File: config.mk
export PLATFORM = sky130hd
export DESIGN_NAME = controlUnit
export DESIGN_NICKNAME = d
export VERILOG_FILES = /design/src/ctrlPkg.sv /design/src/isaPkg.sv /design/src/controlIf.sv /design/src/controlUnit.sv /design/src/controlWordRom.sv /design/src/instrDecoder.sv /design/src/sequencer.sv
export SDC_FILE = /design/constraint.sdc
export NUM_CORES = 1
export LEC_CHECK = 0
export BUFFER_PORTS_ARGS = -buffer_cell sky130_fd_sc_hd__buf_4
export CAP_MARGIN = 20
export CORE_AREA = 2 2 60 62
export DETAILED_ROUTE_END_ITERATION = 8
export DIE_AREA = 0 0 62 64
export HOLD_SLACK_MARGIN = 0.08
export PLACE_DENSITY_LB_ADDON = 0.12
export SYNTH_ARGS = -nofsm -noshare
export SYNTH_HDL_FRONTEND = slang
export SYNTH_SLANG_ARGS = --single-unit
export TNS_END_PERCENT = 50
File: constraint.sdc
create_clock -name clock -period 1.9 [get_ports clock]
set_input_delay 0.285 -clock clock [delete_from_list [all_inputs] [get_ports clock]]
set_output_delay 0.285 -clock clock [all_outputs]
set_load 0.05 [all_outputs]
File: src/ctrlPkg.sv
package ctrlPkg;

	typedef enum logic [2:0] {
		MemAccess, RType, Jump, Beq, Bne, Lui, Invalid
	} instrClassT;

	typedef enum logic [2:0] {
		LoadWord, LoadByte, LoadHalf, StoreWord, StoreByte, StoreHalf
	} memKindT;

	typedef enum logic [2:0] {
		Add, Sub, And, Xor, Jr, Brk, Bad
	} rKindT;

	typedef enum logic [5:0] {
		Reset, Fetch, MemWait, IrLoad, Decode, AddrCalc,
		Lw, LwWait, LwWb,
		Lbu, LbuMem, LbuWb,
		Lhu, LhuMem, LhuWb,
		Sw,
		Sb, SbMem, SbWrite,
		Sh, ShMem, ShWrite,
		RegLoad, AddOp, SubOp, AndOp, XorOp, AluWb,
		Break, Nop, JumpOp, JrOp, BeqOp, BneOp, LuiOp, Overflow
	} stateT;

	typedef enum logic [1:0] {
		PcAlu      = 2'b00,
		PcAluOut   = 2'b01, // Branch target held in ALUOut
		PcJump     = 2'b10,
		PcExcept   = 2'b11
	} pcSrcT;

	typedef enum logic [1:0] {
		SrcB        = 2'b00,
		SrcFour     = 2'b01,
		SrcImm      = 2'b10,
		SrcImmShift = 2'b11
	} aluSrcBT;

	typedef enum logic [2:0] {
		AluLoad = 3'b000, // Passes source A through
		AluAdd  = 3'b001,
		AluSub  = 3'b010,
		AluAnd  = 3'b011,
		AluXor  = 3'b110
	} aluOpT;

	typedef enum logic [2:0] {
		FromAlu  = 3'b000,
		FromMem  = 3'b001,
		FromLui  = 3'b010,
		FromByte = 3'b011,
		FromHalf = 3'b100
	} memToRegT;

	typedef enum logic [1:0] {
		WordW = 2'b00,
		ByteW = 2'b01,
		HalfW = 2'b10
	} memWidthT;

	typedef struct packed {
		pcSrcT srcPc;
		logic  pcWri;
		logic  pcWriCond;
		logic  epcWrite;
	} pcCtrlT;

	typedef struct packed {
		logic    ulaSrcA;
		aluSrcBT ulaSrcB;
		aluOpT   ulaOp;
		logic    aluOutCtrl;
	} aluCtrlT;

	typedef struct packed {
		logic     iorD;
		logic     writeMem;
		memWidthT selMemWrite;
		logic     storeMem;
		logic     irEsc;
	} memCtrlT;

	typedef struct packed {
		logic     escReg;
		logic     regDst;
		memToRegT mem2Reg;
		logic     regALoad;
		logic     regBLoad;
	} regCtrlT;

endpackage : ctrlPkg

File: src/isaPkg.sv
package isaPkg;

	typedef logic [5:0] opcodeT;
	typedef logic [5:0] functT;

	// Primary opcodes
	localparam opcodeT OpRType = 6'b000000;
	localparam opcodeT OpJump  = 6'b000010;
	localparam opcodeT OpBeq   = 6'b000100;
	localparam opcodeT OpBne   = 6'b000101;
	localparam opcodeT OpLui   = 6'b001111;
	localparam opcodeT OpLw    = 6'b100011;
	localparam opcodeT OpLbu   = 6'b100100;
	localparam opcodeT OpLhu   = 6'b100101;
	localparam opcodeT OpSw    = 6'b101011;
	localparam opcodeT OpSb    = 6'b101000;
	localparam opcodeT OpSh    = 6'b101001;

	// R-type function field
	localparam functT FnAdd   = 6'b100000;
	localparam functT FnSub   = 6'b100010;
	localparam functT FnAnd   = 6'b100100;
	localparam functT FnXor   = 6'b100110;
	localparam functT FnJr    = 6'b001000;
	localparam functT FnBreak = 6'b001101;

endpackage : isaPkg

File: src/controlIf.sv
`timescale 1ns/100ps

interface controlIf;
	import ctrlPkg::*;

	pcCtrlT  pcCtrl;
	aluCtrlT aluCtrl;
	memCtrlT memCtrl;
	regCtrlT regCtrl;

	modport producer (
		output pcCtrl,
		output aluCtrl,
		output memCtrl,
		output regCtrl
	);

	modport consumer (
		input pcCtrl,
		input aluCtrl,
		input memCtrl,
		input regCtrl
	);

endinterface : controlIf

File: src/controlUnit.sv
`timescale 1ns/100ps

module controlUnit (
	input  logic              clock,
	input  logic              reset,
	input  logic              overflow,
	input  isaPkg::opcodeT    opcode,
	input  isaPkg::functT     funct,
	output ctrlPkg::pcSrcT    srcPc,
	output logic              pcWri,
	output logic              pcWriCond,
	output logic              epcWrite,
	output logic              ulaSrcA,
	output ctrlPkg::aluSrcBT  ulaSrcB,
	output ctrlPkg::aluOpT    ulaOp,
	output logic              aluOutCtrl,
	output logic              iorD,
	output logic              writeMem,
	output ctrlPkg::memWidthT selMemWrite,
	output logic              storeMem,
	output logic              irEsc,
	output logic              escReg,
	output logic              regDst,
	output ctrlPkg::memToRegT mem2Reg,
	output logic              regALoad,
	output logic              regBLoad,
	output ctrlPkg::stateT    stateOut
);
	import ctrlPkg::*;

	instrClassT instrClass;
	memKindT    memKind;
	rKindT      rKind;
	stateT      state;

	controlIf ctrl ();

	instrDecoder decoder (
		.opcode     (opcode),
		.funct      (funct),
		.instrClass (instrClass),
		.memKind    (memKind),
		.rKind      (rKind)
	);

	sequencer seq (
		.clock      (clock),
		.reset      (reset),
		.overflow   (overflow),
		.instrClass (instrClass),
		.memKind    (memKind),
		.rKind      (rKind),
		.state      (state)
	);

	controlWordRom rom (
		.state (state),
		.ctrl  (ctrl.producer)
	);

	assign stateOut = state;

	assign srcPc = ctrl.pcCtrl.srcPc;
	assign pcWri = ctrl.pcCtrl.pcWri;
	assign pcWriCond = ctrl.pcCtrl.pcWriCond;
	assign epcWrite = ctrl.pcCtrl.epcWrite;

	assign ulaSrcA = ctrl.aluCtrl.ulaSrcA;
	assign ulaSrcB = ctrl.aluCtrl.ulaSrcB;
	assign ulaOp = ctrl.aluCtrl.ulaOp;
	assign aluOutCtrl = ctrl.aluCtrl.aluOutCtrl;

	assign iorD = ctrl.memCtrl.iorD;
	assign writeMem = ctrl.memCtrl.writeMem;
	assign selMemWrite = ctrl.memCtrl.selMemWrite;
	assign storeMem = ctrl.memCtrl.storeMem;
	assign irEsc = ctrl.memCtrl.irEsc;

	assign escReg = ctrl.regCtrl.escReg;
	assign regDst = ctrl.regCtrl.regDst;
	assign mem2Reg = ctrl.regCtrl.mem2Reg;
	assign regALoad = ctrl.regCtrl.regALoad;
	assign regBLoad = ctrl.regCtrl.regBLoad;

endmodule : controlUnit

File: src/controlWordRom.sv
`timescale 1ns/100ps

module controlWordRom (
	input ctrlPkg::stateT state,
	controlIf.producer    ctrl
);
	import ctrlPkg::*;

	pcCtrlT  pcWord;
	aluCtrlT aluWord;
	memCtrlT memWord;
	regCtrlT regWord;

	always_comb begin
		pcWord = '0;
		aluWord = '0;
		memWord = '0;
		regWord = '0;
		case (state)
			Fetch: begin
				pcWord.pcWri = 1'b1; // PC + 4
				aluWord.ulaSrcB = SrcFour;
				aluWord.ulaOp = AluAdd;
			end
			IrLoad: memWord.irEsc = 1'b1;
			Lw, LwWait, Lbu, LbuMem, Lhu, LhuMem: memWord.iorD = 1'b1;
			LwWb: begin
				memWord.iorD = 1'b1;
				regWord.escReg = 1'b1;
				regWord.mem2Reg = FromMem;
			end
			LbuWb: begin
				memWord.iorD = 1'b1;
				regWord.escReg = 1'b1;
				regWord.mem2Reg = FromByte;
			end
			LhuWb: begin
				memWord.iorD = 1'b1;
				regWord.escReg = 1'b1;
				regWord.mem2Reg = FromHalf;
			end
			Sw: begin
				memWord.iorD = 1'b1;
				memWord.writeMem = 1'b1;
				memWord.selMemWrite = WordW;
			end
			SbWrite: begin
				memWord.writeMem = 1'b1;
				memWord.selMemWrite = ByteW; // Byte merged into the read word
			end
			ShWrite: begin
				memWord.writeMem = 1'b1;
				memWord.selMemWrite = HalfW;
			end
			RegLoad: begin
				regWord.regALoad = 1'b1;
				regWord.regBLoad = 1'b1;
			end
			AddOp: begin
				aluWord.ulaOp = AluAdd;
				aluWord.aluOutCtrl = 1'b1;
			end
			SubOp: begin
				aluWord.ulaOp = AluSub;
				aluWord.aluOutCtrl = 1'b1;
			end
			AndOp: begin
				aluWord.ulaOp = AluAnd;
				aluWord.aluOutCtrl = 1'b1;
			end
			XorOp: begin
				aluWord.ulaOp = AluXor;
				aluWord.aluOutCtrl = 1'b1;
			end
			AluWb: begin
				regWord.escReg = 1'b1;
				regWord.regDst = 1'b1; // rd field
				regWord.mem2Reg = FromAlu;
			end
			LuiOp: begin
				regWord.escReg = 1'b1;
				regWord.mem2Reg = FromLui;
			end
			JumpOp: begin
				pcWord.pcWri = 1'b1;
				pcWord.srcPc = PcJump;
			end
			JrOp: begin
				pcWord.pcWri = 1'b1;
				pcWord.srcPc = PcAlu;
			end
			BeqOp, BneOp: begin
				pcWord.pcWriCond = 1'b1; // Datapath qualifies with zero flag
				pcWord.srcPc = PcAluOut;
				aluWord.ulaOp = AluSub;
			end
			Overflow: begin
				pcWord.pcWri = 1'b1;
				pcWord.srcPc = PcExcept;
				pcWord.epcWrite = 1'b1;
			end
			default: ;
		endcase
	end

	assign ctrl.pcCtrl = pcWord;
	assign ctrl.aluCtrl = aluWord;
	assign ctrl.memCtrl = memWord;
	assign ctrl.regCtrl = regWord;

endmodule : controlWordRom

File: src/instrDecoder.sv
`timescale 1ns/100ps

module instrDecoder (
	input  isaPkg::opcodeT      opcode,
	input  isaPkg::functT       funct,
	output ctrlPkg::instrClassT instrClass,
	output ctrlPkg::memKindT    memKind,
	output ctrlPkg::rKindT      rKind
);
	import isaPkg::*;
	import ctrlPkg::*;

	always_comb begin
		case (opcode)
			OpRType: instrClass = RType;
			OpJump: instrClass = Jump;
			OpBeq: instrClass = Beq;
			OpBne: instrClass = Bne;
			OpLui: instrClass = Lui;
			OpLw, OpLbu, OpLhu, OpSw, OpSb, OpSh: instrClass = MemAccess;
			default: instrClass = Invalid; // Unknown opcode takes the nop path
		endcase
	end

	always_comb begin
		case (opcode)
			OpLbu: memKind = LoadByte;
			OpLhu: memKind = LoadHalf;
			OpSw: memKind = StoreWord;
			OpSb: memKind = StoreByte;
			OpSh: memKind = StoreHalf;
			default: memKind = LoadWord; // Only read after a memory opcode
		endcase
	end

	always_comb begin
		case (funct)
			FnAdd: rKind = Add;
			FnSub: rKind = Sub;
			FnAnd: rKind = And;
			FnXor: rKind = Xor;
			FnJr: rKind = Jr;
			FnBreak: rKind = Brk;
			default: rKind = Bad;
		endcase
	end

endmodule : instrDecoder

File: src/sequencer.sv
`timescale 1ns/100ps

module sequencer (
	input  logic                clock,
	input  logic                reset,
	input  logic                overflow,
	input  ctrlPkg::instrClassT instrClass,
	input  ctrlPkg::memKindT    memKind,
	input  ctrlPkg::rKindT      rKind,
	output ctrlPkg::stateT      state
);
	import ctrlPkg::*;

	stateT nextState;

	always_ff @(posedge clock) begin
		if (reset)
			state <= Reset;
		else
			state <= nextState;
	end

	always_comb begin
		nextState = Fetch; // Single execute states fall back to fetch
		case (state)
			Reset: nextState = Fetch;
			Fetch: nextState = MemWait;
			MemWait: nextState = IrLoad;
			IrLoad: nextState = Decode;
			Decode: begin
				case (instrClass)
					MemAccess: nextState = AddrCalc;
					RType: nextState = RegLoad;
					Jump: nextState = JumpOp;
					Beq: nextState = BeqOp;
					Bne: nextState = BneOp;
					Lui: nextState = LuiOp;
					default: nextState = Nop;
				endcase
			end
			AddrCalc: begin
				case (memKind)
					LoadWord: nextState = Lw;
					LoadByte: nextState = Lbu;
					LoadHalf: nextState = Lhu;
					StoreWord: nextState = Sw;
					StoreByte: nextState = Sb;
					StoreHalf: nextState = Sh;
					default: nextState = Nop;
				endcase
			end
			Lw: nextState = LwWait;
			LwWait: nextState = LwWb;
			Lbu: nextState = LbuMem;
			LbuMem: nextState = LbuWb;
			Lhu: nextState = LhuMem;
			LhuMem: nextState = LhuWb;
			Sb: nextState = SbMem;
			SbMem: nextState = SbWrite;
			Sh: nextState = ShMem;
			ShMem: nextState = ShWrite;
			RegLoad: begin
				case (rKind)
					Add: nextState = AddOp;
					Sub: nextState = SubOp;
					And: nextState = AndOp;
					Xor: nextState = XorOp;
					Jr: nextState = JrOp;
					Brk: nextState = Break;
					default: nextState = Nop;
				endcase
			end
			AddOp, SubOp: nextState = overflow ? Overflow : AluWb;
			AndOp, XorOp: nextState = AluWb;
			Break: nextState = Break; // Held until reset
			default: nextState = Fetch;
		endcase
	end

endmodule : sequencer
# Word level (Yosys, flattened, before mapping)
# Index checks and enable logic that the tools add are counted.
[word_totals]
regBits = 6
latchBits = 0
ram_bits = 0
romBits = 0
input_bits = 15
out_inout_bits = 31
elab_cells = 102
mem_count = 0
[classes]
n_addsub = 0
multipliers = 0
div_mod_pow = 0
order_cmp = 0
n_eq_ne = 65
shifts = 0
n_mux = 22
n_bitwise = 0
reduce_logical = 14
[ops]
columns = ["operator", "count"]
rows = [
  ["$pmux 6 s19", 1],
  ["$eq 6x5->1 const B", 15],
  ["$eq 6x6->1 const B", 14],
  ["$eq 6x4->1 const B", 11],
  ["$eq 6x3->1 const B", 6],
  ["$pmux 3 s6", 2],
  ["$pmux 6 s6", 1],
  ["$pmux 5 s6", 1],
  ["$pmux 3 s4", 2],
  ["$pmux 4 s6", 1],
  ["$eq 3x2->1 const B", 6],
  ["$eq 3x3->1 const B", 6],
  ["$eq 6x2->1 const B", 3],
  ["$pmux 3 s5", 1],
  ["$reduce_or 10->1", 1],
  ["$eq 3x1->1 const B", 3],
  ["$logic_not 3->1", 3],
  ["$mux 1", 9],
  ["$pmux 3 s3", 1],
  ["$reduce_or 2->1", 4],
  ["$reduce_or 4->1", 2],
  ["$eq 6x1->1 const B", 1],
  ["$logic_not 6->1", 1],
  ["$mux 6", 1],
  ["other kinds (5)", 5],
]

# Logic depth before layout (Yosys ltp)
# Gate-level depths: netlist of the first run.
[depth]
word_depth = 6
mapped_depth = 8

# Hierarchy
# A second synthesis of the first run with hierarchy kept.
[unflattened]
cells_unflattened = 216
hier_area_um2 = 1455.1
[modules_own_cells]
columns = ["mod", "instances", "cells_each", "area_per_inst_um2", "seq_area_each_um2"]
rows = [
  ["sequencer", 1, 109, 783.3, 120.1],
  ["controlWordRom", 1, 70, 419.2, 0.0],
  ["instrDecoder", 1, 37, 252.7, 0.0],
]

# Worst setup path before layout of the first run
# OpenSTA, ideal clock, no wires.
[synth_timing]
path_type = "register to output"
from = "register seq.state[3]"
to = "output port escReg"
t_arrival_ps = 2839
required_ps = 1615
path_slack_ps = -1224
path_stages_with_launch = 6
cell_sequence = "dfxtp_1 buf_2 buf_1 nor2b_1 a31oi_1 o32ai_1"
[synth_between]
elab_chain_cells = 3
word_cells_on_any_way = 7
[synth_lines]
columns = ["element", "line", "text"]
rows = [
  ["start: declaration", "sequencer.sv:10", "output ctrlPkg::stateT state"],
  ["start signal: assignment", "sequencer.sv:18", "state <= Reset;"],
  ["start signal: assignment", "sequencer.sv:20", "state <= nextState;"],
  ["$eq 6x5->1 (tied with other cells)", "controlWordRom.sv:19", "case (state)"],
  ["$reduce_or 5->1 (no line) *", "--", ""],
  ["$mux 1 *", "controlWordRom.sv:19", ""],
  ["end: declaration", "controlUnit.sv:22", "output logic escReg,"],
]
# Mark *: on every way between the ends. The rest lies on a longest branch, timed or not.

# Worst setup path in the final report of the first run
[layout_timing]
from = "register seq.state[0]"
to = "output port srcPc[1]"
[layout_between]
elab_chain_cells = 3
word_cells_on_any_way = 6
[layout_lines]
columns = ["element", "line", "text"]
rows = [
  ["$eq 6x6->1", "controlWordRom.sv:19", ""],
  ["$reduce_or 2->1", "controlWordRom.sv:19", ""],
  ["$pmux 2 s3 *", "controlWordRom.sv:19", ""],
  ["end: declaration", "controlUnit.sv:9", "output ctrlPkg::pcSrcT srcPc,"],
]
# Marks and branches as above.

==> results.cfg, run 1 <==
[timing]
min_period_ns = 1.87
clock_skew_ns = 0.00779
worstMarginPinSlew_ns = 0.503
fin_ws_ns = 0.0289
slew-limit-headroom_pct = 65.6
hold_viol_final = 0
finalSetupViolations = 0
clock.fmax_mhz = 534
final_max_slew_viol_count = 0
rsz0062_at_grt = true
fin_crit_sh_pct = 98.5

[cts]
cts_tree = yes
clk_pin_slew_worst_paths_ns = 0.05
cts_made_buffers = 3
clock_sinks = 6
clk_latency_ns = 0.24
clock_path_buffers = 2
htreeDepth = 1
ctsRootBufferMaster = clkbuf_4

[worst_setup_path]
cp-start-kind = flip-flop
path_max_fanout = 19
critical_path_class = flip-flop to primary output
arrival_ns = 1.59
cp_slowest_stage_delay_ns = 0.49
cp.required_ns = 1.62
setup.worst_path.end_class = primary output
cp_cell_sequence = nor2b_2, nand2_1, o32ai_4, and2_4, buf_8
cp_slowest_cell = dfxtp_4

[status]
status = finished clean

[worst_hold_path]
hold_class = input port to flip-flop

[synth]
synth.most_common_cell = nor2_1
synth_edf_count = 0
syn_inst = 221
syn_avg_cell_area_um2 = 6.55
yosysWarnings = 0
synth_seq_area_share_pct = 8.30
ys.flop_type = dfxtp_1
yosysTopAreaCellShare_pct = 8.30
synth_area_leader_cell = dfxtp_1
syn_area_mm2 = 0.00145
synth_commonest_cells = nor2_1, nand2_1, a21oi_1, nor3_1, nand2b_1
synth_area_leaders = dfxtp_1, nor2_1, a21oi_1
ys_seq_elements = 6
synth.distinct_cells = 61
async_reset_ff_share_pct = 0

[layout]
diodes = 0
area_growth_pct = 63.3
layout-drive-gt1-share_pct = 49.8
regMostFlops = seq.state
final_nets = 303
top_regs = seq.state (6)
largest_reg_flops = 6
num-fill-cells = 284
post-route-util_pct = 72.0

[floorplanning]
start_util_pct = 44.1
die-area_mm2 = 0.00397
core_area_mm2 = 0.00328
dieHeight_um = 64
row_count = 21
ios = 46
die-width_um = 62

[detailed_routing]
firstDrtPassIters = 4
wire_per_inst_um = 14.7
finalWirelength_um = 4870
via_per_inst = 5.78
dr_total_vias = 1913
drt_iter0_markers = 117
post-route-drc-count = 0
ant_nets = 0

[flow_run]
maxCapViolations = 0

[grt]
grt_pass1_vias = 1697
overflow = 0
grt_max_degree = 20
grt_pass1_wl_um = 7870
grt_util_all_layers_pct = 25.5
antenna_found_initial = 0

[place]
post-dp-hpwl_um = 3770
io_buffers = 42
finalWeightedCongestion = 0.904
pre_cts_slack_ns = -0.0701

[power_and_ir_drop]
power_density_mw_per_mm2 = 236
irDropWorstVdd_uv = 214
p_leak_nw = 0.923
[worst max-delay path: cells and delay by family (launching register included)]
family | cells | cell delay, ns
buf+inv | 1 | 0.13
flops | 1 | 0.49
compound gates | 1 | 0.12
simple gates | 3 | 0.58
[where the power goes]
| group | leakage, nW | total (mW) | switching, mW | internal (mW) |
|---|---|---|---|---|
| Clock | 0.0150 | 0.126 | 0.0461 | 0.0795 |
| Combinational | 0.855 | 0.292 | 0.167 | 0.124 |
| Sequential | 0.0529 | 0.140 | 0.0162 | 0.124 |
| Total | 0.923 | 0.558 | 0.230 | 0.328 |
[timing repair]
action	in CTS	in global routing
hold buffers	0	0
resized for setup	4	26
pin swaps	0	2
endpoints found under the hold margin	0	0
buffers inserted	4	1
gates cloned	0	0
endpoints found under the setup margin	9	18
[metrics by stage]
| stage | hold WS, ns | setup TNS, ns | cell area [um2] | instances | power (mW) |
|---|---|---|---|---|---|
| floorplan | 0.371 | -0.796 | 1660 | 223 | 0.320 |
| global placement | 0.476 | -0.00727 | 2170 | 322 | 0.416 |
| detailed placement | 0.481 | -0.0959 | 2170 | 322 | 0.419 |
| CTS | 0.221 | -0.0610 | 2250 | 330 | 0.551 |
| global route | 0.223 | -0.148 | 2360 | 331 | 0.595 |
| finish | 0.226 | 0 | 2360 | 331 | 0.558 |
[layout make-up]
class	count	area (um2)	share of cell area, %
flip-flops and latches	6	140	5.93
multi-input cells	185	1430	60.5
inverters	6	26.3	1.11
repair buffers	84	684	29.0
well taps	46	57.6	2.44
clock buffers	4	26.3	1.11
[layer usage]
| metal | global-route usage, % | wire (um) | vias up | part of all wire (%) |
|---|---|---|---|---|
| met1 | 33.8 | 2050 | 885 | 42 |
| met3 | 2.02 | 232 | 10 | 4.8 |
| met5 | 0 | 0 | - | 0 |
| li1 | - | - | 951 | - |
| met4 | 7.45 | 118 | 0 | 2.4 |
| met2 | 42.6 | 2470 | 67 | 51 |
[placed cells by master, fill, tap and decap left out, types with 3 or more instances in the layout]
master / instances
clkbuf_4: 3
a21oi_1: 13
nor2_4: 3
buf_6: 9
nor2b_1: 4
dfxtp_4: 5
buf_4: 73
nand3_1: 4
o21ai_0: 6
a31oi_1: 6
a31o_2: 3
nor3_4: 10
conb_1: 3
nand2b_1: 9
nor2b_2: 3
inv_1: 4
nor2_1: 17
a211o_1: 3
a22oi_1: 3
nand2_1: 17
nor3_1: 4
nor4_1: 4
xnor2_1: 5
nor2_2: 4
[path summary, 6_finish.rpt]
kind,startpoint,to,slack [ns],cells after the start
worst min register to register,seq.state[5],seq.state[3],0.67,3
worst max register to register,seq.state[4],seq.state[0],0.03,6
worst max-delay path,seq.state[0],srcPc[1],0.03,5
worst min-delay path,reset,seq.state[0],0.23,2
[logic make-up after synthesis]
kind of cell             synth area share (%)
XOR/XNOR                                 3.63
AO/OA/AOI/OAI                            32.1
buffers and inverters                    11.0
multiplexers                             2.25
AND/OR/NAND/NOR                          40.8
adder cells (fa/ha/maj)                  1.73
flip-flops                               8.30
other                                   0.259
Power figures use the tool's default switching activity.
==> run 2: changes to the inputs <==
--- a/config.mk
+++ b/config.mk
@@ -11,7 +11,7 @@
 export DETAILED_ROUTE_END_ITERATION = 8
 export DIE_AREA = 0 0 62 64
 export HOLD_SLACK_MARGIN = 0.08
-export PLACE_DENSITY_LB_ADDON = 0.12
+export PLACE_DENSITY = 0.8
 export SYNTH_ARGS = -nofsm -noshare
 export SYNTH_HDL_FRONTEND = slang
 export SYNTH_SLANG_ARGS = --single-unit
==> constraint.sdc (replaced) <==
create_clock -name clock -period 1.9 [get_ports clock]
set_input_delay 0.095 -clock clock [delete_from_list [all_inputs] [get_ports clock]]
set_output_delay 0.095 -clock clock [all_outputs]
set_load 0.05 [all_outputs]
==> run 2 against run 1 <==
Against the previous run: worst hold slack got worse by 0.020 ns; register-to-register slack improved by 0.08 ns; total power fell by 2.2%; non-clock buffer count fell by 16; utilization fell by 6.7 points; clock power barely moved; via count fell by 1.1%; final cell count fell by 4.8%; critical path type unchanged; largest cell class unchanged; highest routed layer unchanged.
==> results.cfg, run 2 (synthesis results as in run 1) <==
[timing]
rsz0062_at_grt = true
clock_skew_ns = 0.000762
slew-limit-headroom_pct = 65.4
clock.fmax_mhz = 539
finalSetupViolations = 0
worstMarginPinSlew_ns = 0.505
min_period_ns = 1.86
final_max_slew_viol_count = 0
hold_viol_final = 0
setup_tns_ns = 0
fin_crit_sh_pct = 97.7

[cts]
cts_tree = yes
ctsRootBufferMaster = clkbuf_4
clk_pin_slew_worst_paths_ns = 0.05
clock_sinks = 6
cts_made_buffers = 3
clock_path_buffers = 2
clk_latency_ns = 0.24
postCtsSetupRepairBufs = 0
htreeDepth = 1

[worst_setup_path]
path_max_fanout = 10
critical_path_class = flip-flop to primary output
arrival_ns = 1.76
cp_slowest_cell = dfxtp_1
rrSetupSlack_ns = 0.11
cp.required_ns = 1.80
critPathTopFamily = buffers and inverters
r2r_start = seq.state[4]
cp-start-kind = flip-flop
critPathBufInv = 3
rr_worst_depth = 5
cp_slowest_stage_delay_ns = 0.31
setup.worst_path.end_class = primary output
cpMostUsedCell = buf_6
r2r-end = seq.state[0]
cp_cell_sequence = buf_4, or2b_1, buf_6, o32ai_1, and2_1, buf_6

[detailed_routing]
post-route-drc-count = 0
ant_nets = 0
wire_per_inst_um = 14.5
via_per_inst = 6.01
firstDrtPassIters = 4
finalWirelength_um = 4570
dr_total_vias = 1892
drt_iter0_markers = 115

[floorplanning]
row_count = 21
start_util_pct = 44.1
dieHeight_um = 64
core_area_mm2 = 0.00328
die-area_mm2 = 0.00397
ios = 46
die-width_um = 62

[grt]
grt_util_all_layers_pct = 23.7
grt_util_met3_pct = 3.44
top_usage_layer = met2
antenna_found_initial = 0
grtUsageMet2_pct = 38.7
grt_pass1_vias = 1598
overflow = 0
grt_pass1_wl_um = 7300
grt_max_degree = 22
use_met1_pct = 31.5

[layout]
layout-drive-gt1-share_pct = 42.8
area_growth_pct = 48.0
final_nets = 287
fin_cells = 315
top_regs = seq.state (6)
largest_reg_flops = 6
multi_input_area_mm2 = 0.00136
regArea_um2 = 131
regMostFlops = seq.state
num-fill-cells = 290
most-common-layout-cells = buf_4, nand2_1, nor2_1
layout_commonest_cell = buf_4
diodes = 0

[flow_run]
maxCapViolations = 0

[place]
dp_cells = 310
post-dp-hpwl_um = 3490
io_buffers = 42
finalWeightedCongestion = 0.915

[worst_hold_path]
hold_class = input port to flip-flop
min_from = overflow
min_to = seq.state[4]
min_path_cells = 3

[power_and_ir_drop]
power_density_mw_per_mm2 = 255
p_leak_nw = 0.844
irDropWorstVdd_uv = 295

[status]
status = finished clean
==> run 2: power breakdown <==
part	switching, mW	total [mW]	internal, mW
clock network	0.0491	0.129	0.0798
logic	0.160	0.271	0.111
registers	0.0169	0.145	0.128
==> run 2: how the worst max path moves through the flow <==
| stage | startpoint | to | slack, ns | depth (start not counted) |
|---|---|---|---|---|
| after floorplan | seq.state[3] | escReg | -0.18 | 5 |
| after global placement | funct[1] | seq.state[0] | 0.14 | 9 |
| after detailed placement | funct[1] | seq.state[1] | 0.08 | 7 |
| after CTS | seq.state[3] | regBLoad | 0.005 | 5 |
| after global routing | seq.state[1] | writeMem | -0.02 | 6 |
| final | seq.state[5] | srcPc[1] | 0.04 | 6 |
==> run 2: timing repair <==
item	in CTS	in global routing
gates resized for setup	5	12
pin swaps	0	0
setup endpoints to repair	4	6
hold buffers	1	0
hold endpoints to repair	1	0
==> run 2: tightest hold or removal path, cell delays in order <==
cell and delay (ns):
buf_4 0.08, o32a_1 0.16, a21oi_1 0.07
==> run 2: metrics by stage <==
stage	instance area [um2]	hold WS, ns	setup slack, ns	utilization [%]	power, mW
finish	2140	0.207	0.0438	65.2	0.545
global route	2140	0.212	-0.0208	65.2	0.578
CTS	2100	0.201	0.00469	63.8	0.543
detailed placement	2050	0.294	0.0828	62.3	0.410
global placement	2050	0.293	0.138	62.3	0.408
floorplan	1610	0.184	-0.177	-	0.321
==> run 2: metal layers <==
layer  share of wire, %  up-vias  wire, um
met1                 43      887      1960
met5                  0        -         0
met2                 51       78      2320
met4                1.9        0        88
li1                   -      917         -
met3                4.5       10       206
==> run 2: area by class of cell <==
cell class                      count  share of cell area, %
Tap cell                           46                   2.69
Multi-Input combinational cell    185                   63.3
Sequential cell                     6                   6.13
Inverter                            6                   1.05
Timing Repair Buffer               68                   25.6
Clock buffer                        4                   1.23
